--- config.mk ---
export PLATFORM = sky130hd
export DESIGN_NAME = exe_backend_top
export DESIGN_NICKNAME = d
export VERILOG_FILES = /design/src/source/cpu_pkg.sv /design/src/source/exe_alu.sv /design/src/source/exe_backend_top.sv /design/src/source/exe_mem_reg.sv /design/src/source/mem_access.sv /design/src/source/mem_wb_reg.sv
export SDC_FILE = /design/constraint.sdc
export NUM_CORES = 2
export LEC_CHECK = 0
export ABC_AREA = 0
export BUFFER_PORTS_ARGS = -buffer_cell sky130_fd_sc_hd__clkbuf_2
export CAP_MARGIN = 20
export CORE_AREA = 5 5 466 560
export CTS_CLUSTER_DIAMETER = 100
export DETAILED_ROUTE_END_ITERATION = 8
export DIE_AREA = 0 0 471 565
export PLACE_DENSITY = 0.64
export SYNTH_ARGS = -nofsm -noshare
export SYNTH_HDL_FRONTEND = slang
export SYNTH_SLANG_ARGS = --single-unit
--- constraint.sdc ---
create_clock -name clk -period 6.8 [get_ports clk]
set_clock_uncertainty 0.05 [all_clocks]
set_input_delay 0.68 -clock clk [delete_from_list [all_inputs] [get_ports clk]]
set_output_delay 0.68 -clock clk [all_outputs]
set_load 0.02 [all_outputs]
--- src/source/cpu_pkg.sv ---
package cpu_pkg;

    ////////////////////////////////////////////////////////////////////////
    // Widths and depths
    ////////////////////////////////////////////////////////////////////////

    // Data path and address width
    localparam int xlen = 32;

    // Register index width
    localparam int reg_addr_w = 5;

    // Data memory depth in words
    localparam int dmem_words = 64;

    // Word index width, taken from address bits 7:2
    // Upper address bits are ignored
    localparam int dmem_idx_w = $clog2(dmem_words);

    ////////////////////////////////////////////////////////////////////////
    // Reset values
    ////////////////////////////////////////////////////////////////////////

    // All-zero word for data, address and pc fields
    localparam logic [xlen-1:0] zero_word = '0;

    // Register 0, used while the pipe is empty
    localparam logic [reg_addr_w-1:0] nop_reg_addr = '0;

    ////////////////////////////////////////////////////////////////////////
    // Opcodes
    ////////////////////////////////////////////////////////////////////////

    // ALU operation
    // Shifts take the amount from the low 5 bits of operand b
    typedef enum logic [2:0] {
        alu_add = 3'd0,
        alu_sub = 3'd1,
        alu_and = 3'd2,
        alu_or  = 3'd3,
        alu_xor = 3'd4,
        alu_slt = 3'd5,   // signed compare
        alu_sll = 3'd6,
        alu_srl = 3'd7
    } alu_op_e;

    // Memory operation carried down the pipe
    // mem_nop doubles as the reset value
    typedef enum logic [2:0] {
        mem_nop = 3'd0,
        mem_lw  = 3'd1,
        mem_lb  = 3'd2,   // sign extended
        mem_lbu = 3'd3,   // zero extended
        mem_sw  = 3'd4,
        mem_sb  = 3'd5
    } mem_op_e;

endpackage

--- src/source/exe_alu.sv ---
module exe_alu (
    // Decoded instruction
    input  logic [cpu_pkg::xlen-1:0]       pc,
    input  cpu_pkg::alu_op_e               alu_op,
    input  logic [cpu_pkg::xlen-1:0]       op_a,
    input  logic [cpu_pkg::xlen-1:0]       op_b,
    input  logic [cpu_pkg::xlen-1:0]       imm,
    input  cpu_pkg::mem_op_e               mem_op,
    input  logic [cpu_pkg::reg_addr_w-1:0] write_reg,
    input  logic                           we,

    // Toward the EXE/MEM register
    output logic [cpu_pkg::xlen-1:0]       exe_pc,
    output logic                           exe_we,
    output logic [cpu_pkg::reg_addr_w-1:0] exe_write_reg,
    output logic [cpu_pkg::xlen-1:0]       exe_write_data,
    output cpu_pkg::mem_op_e               exe_mem_op,
    output logic [cpu_pkg::xlen-1:0]       exe_mem_addr,
    output logic [cpu_pkg::xlen-1:0]       exe_mem_data
);

    ////////////////////////////////////////////////////////////////////////
    // ALU
    ////////////////////////////////////////////////////////////////////////

    // Shift amount from operand b
    logic [4:0] shamt;
    // Signed less-than flag
    logic       slt_bit;

    assign shamt   = op_b[4:0];
    assign slt_bit = $signed(op_a) < $signed(op_b);

    always_comb begin
        case (alu_op)
            cpu_pkg::alu_add: exe_write_data = op_a + op_b;
            cpu_pkg::alu_sub: exe_write_data = op_a - op_b;
            cpu_pkg::alu_and: exe_write_data = op_a & op_b;
            cpu_pkg::alu_or:  exe_write_data = op_a | op_b;
            cpu_pkg::alu_xor: exe_write_data = op_a ^ op_b;
            // Result is 0 or 1
            cpu_pkg::alu_slt: begin
                exe_write_data = {{(cpu_pkg::xlen-1){1'b0}}, slt_bit};
            end
            // Logical shifts, zero fill
            cpu_pkg::alu_sll: exe_write_data = op_a << shamt;
            cpu_pkg::alu_srl: exe_write_data = op_a >> shamt;
            default:          exe_write_data = cpu_pkg::zero_word;
        endcase
    end

    ////////////////////////////////////////////////////////////////////////
    // Address generation
    ////////////////////////////////////////////////////////////////////////

    // Base plus offset, own adder so loads and stores
    // don't depend on the ALU opcode
    assign exe_mem_addr = op_a + imm;

    // Store data comes from the second operand
    assign exe_mem_data = op_b;

    // Control fields continue down the pipe
    assign exe_pc        = pc;
    assign exe_we        = we;
    assign exe_write_reg = write_reg;
    assign exe_mem_op    = mem_op;

endmodule

--- src/source/exe_backend_top.sv ---
module exe_backend_top (
    input  logic                           clk,
    input  logic                           rst,

    // Decoded instruction, operands already read
    input  logic [cpu_pkg::xlen-1:0]       pc,
    input  cpu_pkg::alu_op_e               alu_op,
    input  logic [cpu_pkg::xlen-1:0]       op_a,
    input  logic [cpu_pkg::xlen-1:0]       op_b,
    input  logic [cpu_pkg::xlen-1:0]       imm,
    input  cpu_pkg::mem_op_e               mem_op,
    input  logic [cpu_pkg::reg_addr_w-1:0] write_reg,
    input  logic                           we,

    // Write-back port, two cycles after issue
    output logic [cpu_pkg::xlen-1:0]       wb_pc,
    output logic                           wb_we,
    output logic [cpu_pkg::reg_addr_w-1:0] wb_reg,
    output logic [cpu_pkg::xlen-1:0]       wb_data,

    // Store record, one cycle after issue
    output logic [cpu_pkg::xlen-1:0]       last_store_addr,
    output logic [cpu_pkg::xlen-1:0]       last_store_data
);

    // Execute results
    logic [cpu_pkg::xlen-1:0]       exe_pc;
    logic                           exe_we;
    logic [cpu_pkg::reg_addr_w-1:0] exe_write_reg;
    logic [cpu_pkg::xlen-1:0]       exe_write_data;
    cpu_pkg::mem_op_e               exe_mem_op;
    logic [cpu_pkg::xlen-1:0]       exe_mem_addr;
    logic [cpu_pkg::xlen-1:0]       exe_mem_data;

    // MEM stage
    logic [cpu_pkg::xlen-1:0]       mem_pc;
    cpu_pkg::mem_op_e               mem_mem_op;
    logic [cpu_pkg::xlen-1:0]       mem_mem_addr;
    logic [cpu_pkg::xlen-1:0]       mem_mem_data;
    logic                           mem_we;
    logic [cpu_pkg::reg_addr_w-1:0] mem_write_reg;
    logic [cpu_pkg::xlen-1:0]       mem_write_data;

    // Memory access results
    logic                           acc_we;
    logic [cpu_pkg::reg_addr_w-1:0] acc_write_reg;
    logic [cpu_pkg::xlen-1:0]       acc_write_data;

    ////////////////////////////////////////////////////////////////////////
    // Stage chain
    ////////////////////////////////////////////////////////////////////////

    exe_alu u_exe_alu (.*);

    exe_mem_reg u_exe_mem_reg (.*);

    mem_access u_mem_access (.*);

    // pc bypasses the memory stage logic
    mem_wb_reg u_mem_wb_reg (.*);

endmodule

--- src/source/exe_mem_reg.sv ---
module exe_mem_reg (
    input  logic                           clk,
    input  logic                           rst,

    // From execute
    input  logic [cpu_pkg::xlen-1:0]       exe_pc,
    input  logic                           exe_we,
    input  logic [cpu_pkg::reg_addr_w-1:0] exe_write_reg,
    input  logic [cpu_pkg::xlen-1:0]       exe_write_data,
    input  cpu_pkg::mem_op_e               exe_mem_op,
    input  logic [cpu_pkg::xlen-1:0]       exe_mem_addr,
    input  logic [cpu_pkg::xlen-1:0]       exe_mem_data,

    // To memory access
    output logic [cpu_pkg::xlen-1:0]       mem_pc,
    output cpu_pkg::mem_op_e               mem_mem_op,
    output logic [cpu_pkg::xlen-1:0]       mem_mem_addr,
    output logic [cpu_pkg::xlen-1:0]       mem_mem_data,
    output logic                           mem_we,
    output logic [cpu_pkg::reg_addr_w-1:0] mem_write_reg,
    output logic [cpu_pkg::xlen-1:0]       mem_write_data,

    // Record of the store now in this stage
    output logic [cpu_pkg::xlen-1:0]       last_store_addr,
    output logic [cpu_pkg::xlen-1:0]       last_store_data
);

    // Loads every cycle, no stall
    always_ff @(posedge clk) begin
        if (rst) begin
            mem_pc          <= cpu_pkg::zero_word;
            mem_mem_op      <= cpu_pkg::mem_nop;
            mem_mem_addr    <= cpu_pkg::zero_word;
            mem_mem_data    <= cpu_pkg::zero_word;
            mem_we          <= 1'b0;
            mem_write_reg   <= cpu_pkg::nop_reg_addr;
            mem_write_data  <= cpu_pkg::zero_word;
            last_store_addr <= cpu_pkg::zero_word;
            last_store_data <= cpu_pkg::zero_word;
        end else begin
            mem_pc         <= exe_pc;
            mem_mem_op     <= exe_mem_op;
            mem_mem_addr   <= exe_mem_addr;
            mem_mem_data   <= exe_mem_data;
            mem_we         <= exe_we;
            mem_write_reg  <= exe_write_reg;
            mem_write_data <= exe_write_data;

            // Word and byte stores both leave a record
            // Anything else clears it
            case (exe_mem_op)
                cpu_pkg::mem_sw, cpu_pkg::mem_sb: begin
                    last_store_addr <= exe_mem_addr;
                    last_store_data <= exe_mem_data;
                end
                default: begin
                    last_store_addr <= cpu_pkg::zero_word;
                    last_store_data <= cpu_pkg::zero_word;
                end
            endcase
        end
    end

    // A store never also writes a register in the same stage
    a_store_no_reg_write: assert property (
        @(posedge clk) disable iff (rst)
        (mem_mem_op == cpu_pkg::mem_sw || mem_mem_op == cpu_pkg::mem_sb) |-> !mem_we
    );

endmodule

--- src/source/mem_access.sv ---
module mem_access (
    input  logic                           clk,

    // From the EXE/MEM register
    input  cpu_pkg::mem_op_e               mem_mem_op,
    input  logic [cpu_pkg::xlen-1:0]       mem_mem_addr,
    input  logic [cpu_pkg::xlen-1:0]       mem_mem_data,
    input  logic                           mem_we,
    input  logic [cpu_pkg::reg_addr_w-1:0] mem_write_reg,
    input  logic [cpu_pkg::xlen-1:0]       mem_write_data,

    // Toward the MEM/WB register
    output logic                           acc_we,
    output logic [cpu_pkg::reg_addr_w-1:0] acc_write_reg,
    output logic [cpu_pkg::xlen-1:0]       acc_write_data
);

    ////////////////////////////////////////////////////////////////////////
    // Storage
    ////////////////////////////////////////////////////////////////////////

    logic [cpu_pkg::xlen-1:0] dmem [cpu_pkg::dmem_words];

    // Word index and byte lane from the effective address
    logic [cpu_pkg::dmem_idx_w-1:0] word_idx;
    logic [1:0]                     lane;
    // Bit offset of the lane, lane 0 is the low byte
    logic [4:0]                     lane_bit;

    assign word_idx = mem_mem_addr[cpu_pkg::dmem_idx_w+1:2];
    assign lane     = mem_mem_addr[1:0];
    assign lane_bit = {lane, 3'b000};

    // Memory starts cleared, no reset on the array
    initial begin
        for (int i = 0; i < cpu_pkg::dmem_words; i++) begin
            dmem[i] = cpu_pkg::zero_word;
        end
    end

    ////////////////////////////////////////////////////////////////////////
    // Store path
    ////////////////////////////////////////////////////////////////////////

    // Array updates at the edge that ends the MEM cycle
    always_ff @(posedge clk) begin
        case (mem_mem_op)
            cpu_pkg::mem_sw: dmem[word_idx] <= mem_mem_data;
            // Only the addressed lane changes
            cpu_pkg::mem_sb: dmem[word_idx][lane_bit +: 8] <= mem_mem_data[7:0];
            default: ;
        endcase
    end

    ////////////////////////////////////////////////////////////////////////
    // Load path
    ////////////////////////////////////////////////////////////////////////

    logic [cpu_pkg::xlen-1:0] rd_word;
    logic [7:0]               rd_byte;

    // Combinational read, a store in the cycle before is already visible
    assign rd_word = dmem[word_idx];
    assign rd_byte = rd_word[lane_bit +: 8];

    always_comb begin
        case (mem_mem_op)
            cpu_pkg::mem_lw:  acc_write_data = rd_word;
            cpu_pkg::mem_lb:  acc_write_data = {{(cpu_pkg::xlen-8){rd_byte[7]}}, rd_byte};
            cpu_pkg::mem_lbu: acc_write_data = {{(cpu_pkg::xlen-8){1'b0}}, rd_byte};
            // Non-loads keep the ALU result
            default:          acc_write_data = mem_write_data;
        endcase
    end

    // Register write control goes on unchanged
    assign acc_we        = mem_we;
    assign acc_write_reg = mem_write_reg;

    // Word accesses must be aligned
    a_word_aligned: assert property (
        @(posedge clk)
        (mem_mem_op == cpu_pkg::mem_lw || mem_mem_op == cpu_pkg::mem_sw)
            |-> (mem_mem_addr[1:0] == 2'b00)
    );

endmodule

--- src/source/mem_wb_reg.sv ---
module mem_wb_reg (
    input  logic                           clk,
    input  logic                           rst,

    // From memory access
    input  logic [cpu_pkg::xlen-1:0]       mem_pc,
    input  logic                           acc_we,
    input  logic [cpu_pkg::reg_addr_w-1:0] acc_write_reg,
    input  logic [cpu_pkg::xlen-1:0]       acc_write_data,

    // Write-back port
    output logic [cpu_pkg::xlen-1:0]       wb_pc,
    output logic                           wb_we,
    output logic [cpu_pkg::reg_addr_w-1:0] wb_reg,
    output logic [cpu_pkg::xlen-1:0]       wb_data
);

    ////////////////////////////////////////////////////////////////////////
    // Final pipeline register
    ////////////////////////////////////////////////////////////////////////

    // Register 0 writes pass through as is
    // The register file drops them
    always_ff @(posedge clk) begin
        if (rst) begin
            wb_pc   <= cpu_pkg::zero_word;
            wb_we   <= 1'b0;
            wb_reg  <= cpu_pkg::nop_reg_addr;
            wb_data <= cpu_pkg::zero_word;
        end else begin
            wb_pc   <= mem_pc;
            wb_we   <= acc_we;
            wb_reg  <= acc_write_reg;
            wb_data <= acc_write_data;
        end
    end

    // No write-back while the cleared MEM stage drains after reset
    a_no_wb_after_rst: assert property (
        @(posedge clk) $past(rst, 2) |-> !wb_we
    );

endmodule

======== Word level (Yosys, flattened, before mapping) ========
Memory sizes are Yosys's and may differ from the RTL's. A register that Yosys moved wholly into a read port is not among the register bits.
Index checks and enable logic that the tools add are counted.
word-level totals
  memory bits (writable) .................. 2048
  output and inout bits ................... 134
  memories kept ........................... 1
  flip-flop bits (word level) ............. 247
  logic and storage cells ................. 116
  bits of input ports ..................... 142
memory list
  name               depth  bits a word  rd ports  clocked after memory_dff  write ports  RTL line          RTL
  u_mem_access.dmem  64     32           1         1                         1            mem_access.sv:22  logic [cpu_pkg::xlen-1:0] dmem [cpu_pkg::dmem_words];
cells by class
  muxes and demuxes ....................... 39
  add/sub/neg operators ................... 4
  bitwise operators ....................... 36
  shifts and indexed selects .............. 5
  order comparisons ....................... 1
  eq/ne operators ......................... 14
  reduce and logical (&&, ||, !) cells .... 3
operators by type and width
  kind                                                                    number
  32-bit one-hot mux with 8 select lines                                  1
  32-bit one-hot mux with 3 select lines                                  1
  32-bit adder                                                            2
  1-bit 2-to-1 mux                                                        35
  32-bit AND                                                              1
  32-bit less-than comparator                                             1
  32-bit 2-to-1 mux                                                       1
  1-bit bitwise OR                                                        32
  32-bit bitwise OR                                                       1
  8-bit by 7-bit variable shift with 32-bit output, first input constant  1
  32-bit by 6-bit indexed part select with 8-bit output                   1
  8-bit by 7-bit indexed part select with 32-bit output                   1
  32-bit by 5-bit << shifter with 32-bit output                           1
  32-bit by 5-bit right shift with 32-bit output                          1
  32-bit subtractor                                                       1
  32-bit bitwise XOR                                                      1
  3-bit equality test, second input constant                              8
  3-bit by 2-bit equality test with 1-bit output, second input constant   4
  5-bit negation with 7-bit output                                        1
  3-bit by 1-bit equality test with 1-bit output, second input constant   2
  6-bit 2-to-1 mux                                                        1
  2-bit OR reduction                                                      2
  3-bit zero test                                                         1
  1-bit inverter                                                          1

======== Logic depth before layout (Yosys ltp) ========
  depth after elaboration ................. 4
  depth in mapped cells ................... 16

======== Cells and area by module ========
From an unflattened synthesis, not the netlist that was laid out.
second synthesis, totals
  cells, all modules ...................... 6845
  area, all modules ....................... 98544.5 um^2
modules (own cells, without submodules)
  module       cells an instance  instances  area an instance (um^2)
  mem_access   4733               1          80744.9
  exe_alu      1527               1          10084.7
  exe_mem_reg  438                1          5840.6
  mem_wb_reg   147                1          1874.3

======== Worst setup path after synthesis ========
No wires, ideal clock.
  path kind ............................... reg2reg
  start point ............................. register u_exe_mem_reg.mem_mem_addr[1] (netlist bit)
  end point ............................... memory u_mem_access.dmem[0][10] (netlist bit), data pin
  library setup time ...................... 0.702 ns
  path slack .............................. 1.761 ns
  period minus slack after synthesis ...... 5.039 ns
  stages on the path, launching flop included .. 7
  arrival ................................. 4.287 ns
  data required time ...................... 6.048 ns
  path through ............................ dfxtp_1 > clkbuf_1 > inv_2 > ha_1 > nor3b_1 > nand2_1 > o21ai_0
between the ends
  word-level cells in the longest chain between the ends .. 4
RTL lines
  what                                              RTL line           RTL
  from (decl)                                       exe_mem_reg.sv:17  output logic [cpu_pkg::xlen-1:0] mem_mem_addr,
  from (signal assigned)                            exe_mem_reg.sv:33  mem_mem_addr <= cpu_pkg::zero_word;
  from (signal assigned)                            exe_mem_reg.sv:43  mem_mem_addr <= exe_mem_addr;
  5-bit negation with 7-bit output (*)              mem_access.sv:50   cpu_pkg::mem_sb: dmem[word_idx][lane_bit +: 8] <= mem_mem_data[7:0];
  8-bit by 7-bit variable shift with 32-bit output  mem_access.sv:50
  32-bit 2-to-1 mux (not written as such)           mem_access.sv:50
  1-bit 2-to-1 mux (no line) (*)                    n/a
  to (decl)                                         mem_access.sv:22
Mark *: on every way between the ends. The rest lies on a longest branch, timed or not.

==> metrics.txt <==
Adder-Cell Fraction of Synth Area 1.789%; main combinational cell family by area after synthesis compound AO/OA/AOI/OAI gates; CP Class reg2reg; worst path arrival time 5710 ps; Hold Vio Cnt, Final 0; status completed; htree depth 4; wire length on met3 37.11 mm; I/O Pins 276; GPL Wtd Cong 0.9981; unrepaired setup endpoints after global routing false; chip width 471 µm; Die ar. 266100 µm²; DP Worst Slack 1969 ps; Cell Area, Placed 101600 µm²; CTS sink cnt 2295; commonest non-fill, non-tap cells in the layout edfxtp_1, nor2_1, nand2_1; Post-synth EDFFs 2048; compound-cell area share of the yosys netlist 11.38%; DRT Pass-1 Iters 6; endpoints failing setup 0; sw power 8.962 mW; asr flop ratio synth 0%; Reg with most FFs u_mem_access.dmem; total grt overflow 0; layout cells sized above 1 17.17%; top sig layer met5; post-layout utilization of the core 42.90%; fin cells 10.36k; Core ar. 254500 µm²; post-CTS setup buffer count 0; CTS root buf clkbuf_16; post-synthesis sequential area ratio 68.95%; Die H 565 µm; fmax 201.0 MHz; commonest non-fill, non-tap cell in the layout edfxtp_1; PnR Total Power 32.42 mW; PD cells 297.0 nW/µm²; synthesized instance count 6514; Post-DP HPWL 212.2 mm; slew margin rel. 18.77%; post-route cell area 109200 µm²; Top FF cell, synth edfxtp_1; DP Cell Count 9891; initial core utilization 37.86%; PostCTS Resize Cnt 0; Post-Synthesis Mean Instance Area 14.79 µm²; Clock power frac 37.2%; fin worst setup slack 1825 ps; worst skew pair latency 910 ps; vias per std cell 6.134; Reg power frac 48.3%; max-cap check violation count 0; Nets 7050; Vias 63.52k; initial DRC count 8875; Yosys warning count 0; CP startpoint kind flip-flop; antenna violations before repair 11; pin count of the biggest net entering global routing 96; switching share of power 27.64%; wire length on met2 149.9 mm; combinational share of power 14.5%; Area growth, synth to finish 13.30%; vias in the first global route 61.73k; CTS clk-pin slew, worst paths 70 ps; fin crit share 73.16%; M1 WL 120.5 mm; XOR/XNOR Fraction of Synth Area 0.4908%; CTS Buf Count 221; Total Routing Usage GR 23.83%; first-pass GRT wire length 462.5 mm; Final ANT Viol Nets 0; clk buf depth 3; Pint 23.46 mW; worst slew pin tran 1209 ps; post-route setup TNS 0 ps; Avg WL per Cell 31.74 µm; final count of pins violating max slew 0; Leakage 33.59 nW; CP Capture Type flip-flop; CP Max Fanout 41; peak supply drop 0.0003264 V; WP data required 7540 ps; port bufs 275; synthesized flop and latch total 2295; Yosys cell types 93; number of core rows 203; drt drc 0; max reg flops 2048; post-synthesis simple-gate area fraction 6.199%; hold_ws 80.17 ps; Post-Syn Area 96360 µm²; HP Class in2reg; min Tclk post-route 4975 ps; CTS tree done; Detailed Route WL 328.7 mm; post-synthesis mux area share 8.354%; Post-Syn Nets 6792
cells in the mapped netlist, drive strengths merged (10+ instances only):
library cell	instances	area share, %
or3	26	0.17
nand4	23	0.15
o31ai	21	0.16
nor2b	109	0.71
mux2	149	1.8
mux2i	253	2.6
a211o	11	0.10
a22o	37	0.34
dfxtp	247	5.1
a41oi	10	0.091
o221ai	28	0.25
a221oi	234	2.2
nand3	39	0.20
clkbuf	202	0.79
inv	118	0.46
and2	10	0.068
mux4	170	4.0
nor2	652	2.5
ha	133	1.7
xnor2	37	0.34
o22a	13	0.12
o21a	12	0.093
a31oi	54	0.35
or2	15	0.097
a21o	33	0.26
a21oi	271	1.4
a211oi	54	0.43
buf	247	1.6
nor4	17	0.11
o2bb2ai	27	0.25
o22ai	126	0.82
a22oi	209	1.6
xor2	17	0.15
nand2	299	1.2
a221o	61	0.63
o211ai	18	0.14
a222oi	16	0.17
nor3b	11	0.096
and3	28	0.18
nor3	57	0.30
nand2b	30	0.19
o21ai	236	1.3
edfxtp	2048	64
final timing paths:
| check | start | slack (ps) | depth (start not counted) | to |
|---|---|---|---|---|
| max | u_exe_mem_reg.mem_mem_addr[2]$_SDFF_PP0_ | 1830 | 11 | u_mem_wb_reg.wb_data[4]$_SDFF_PP0_ |
| min | op_b[27] | 80 | 3 | u_exe_mem_reg.last_store_data[27]$_SDFF_PP0_ |
| max reg2reg | u_exe_mem_reg.mem_mem_addr[2]$_SDFF_PP0_ | 1830 | 11 | u_mem_wb_reg.wb_data[4]$_SDFF_PP0_ |
| min reg2reg | u_exe_mem_reg.mem_pc[18]$_SDFF_PP0_ | 390 | 1 | u_mem_wb_reg.wb_pc[18]$_SDFF_PP0_ |
power groups by stage:
| stage | clock [mW] | sequential (mW) | combinational (mW) |
|---|---|---|---|
| 2_1_floorplan | 0 | 15.9 | 2.57 |
| 3_3_place_gp | 0 | 16.0 | 4.51 |
| 3_5_place_dp | 0 | 16.0 | 4.53 |
| 4_1_cts | 12.1 | 15.7 | 4.57 |
| 5_1_grt | 12.8 | 15.7 | 4.84 |
| 6_report | 12.1 | 15.7 | 4.70 |
critical path, stage by stage (launching register included):
cell	delay, ps
dfxtp_4	830
buf_4	510
and3b_2	510
buf_12	340
a22oi_1	240
a21oi_1	200
nor4_1	860
nand4_1	650
nor2_1	260
nor2_1	80
o21ai_0	180
nand3_1	100
metal layers:
metal,up-vias,GRT usage (%)
met5,-,0
met4,8,12.85
met3,905,5.900
met2,4435,37.51
met1,32020,30.50
li1,26150,-
cell type report:
| class | count | area, µm² |
|---|---|---|
| clock buffer | 272 | 5808 |
| multi-input combinational | 3648 | 27660 |
| sequential | 2295 | 66460 |
| antenna | 7 | 17.52 |
| inverter | 122 | 469.2 |
| fill | 22670 | 145300 |
| tap | 3382 | 4232 |
| timing repair buffer | 484 | 3217 |
| clock inverter | 145 | 1315 |
kinds of logic after synthesis:
family          count (synthesis)
compound gates               1546
buf+inv                       571
flops                        2295
fa+ha+maj                     136
xor+xnor                       54
mux                           572
simple gates                 1340
timing repair:
action                                 in CTS  in global routing
hold buffers                               39                  0
setup endpoints to repair                   0                  0
endpoints found under the hold margin      39                  0
(Power assumes the default switching activity.)
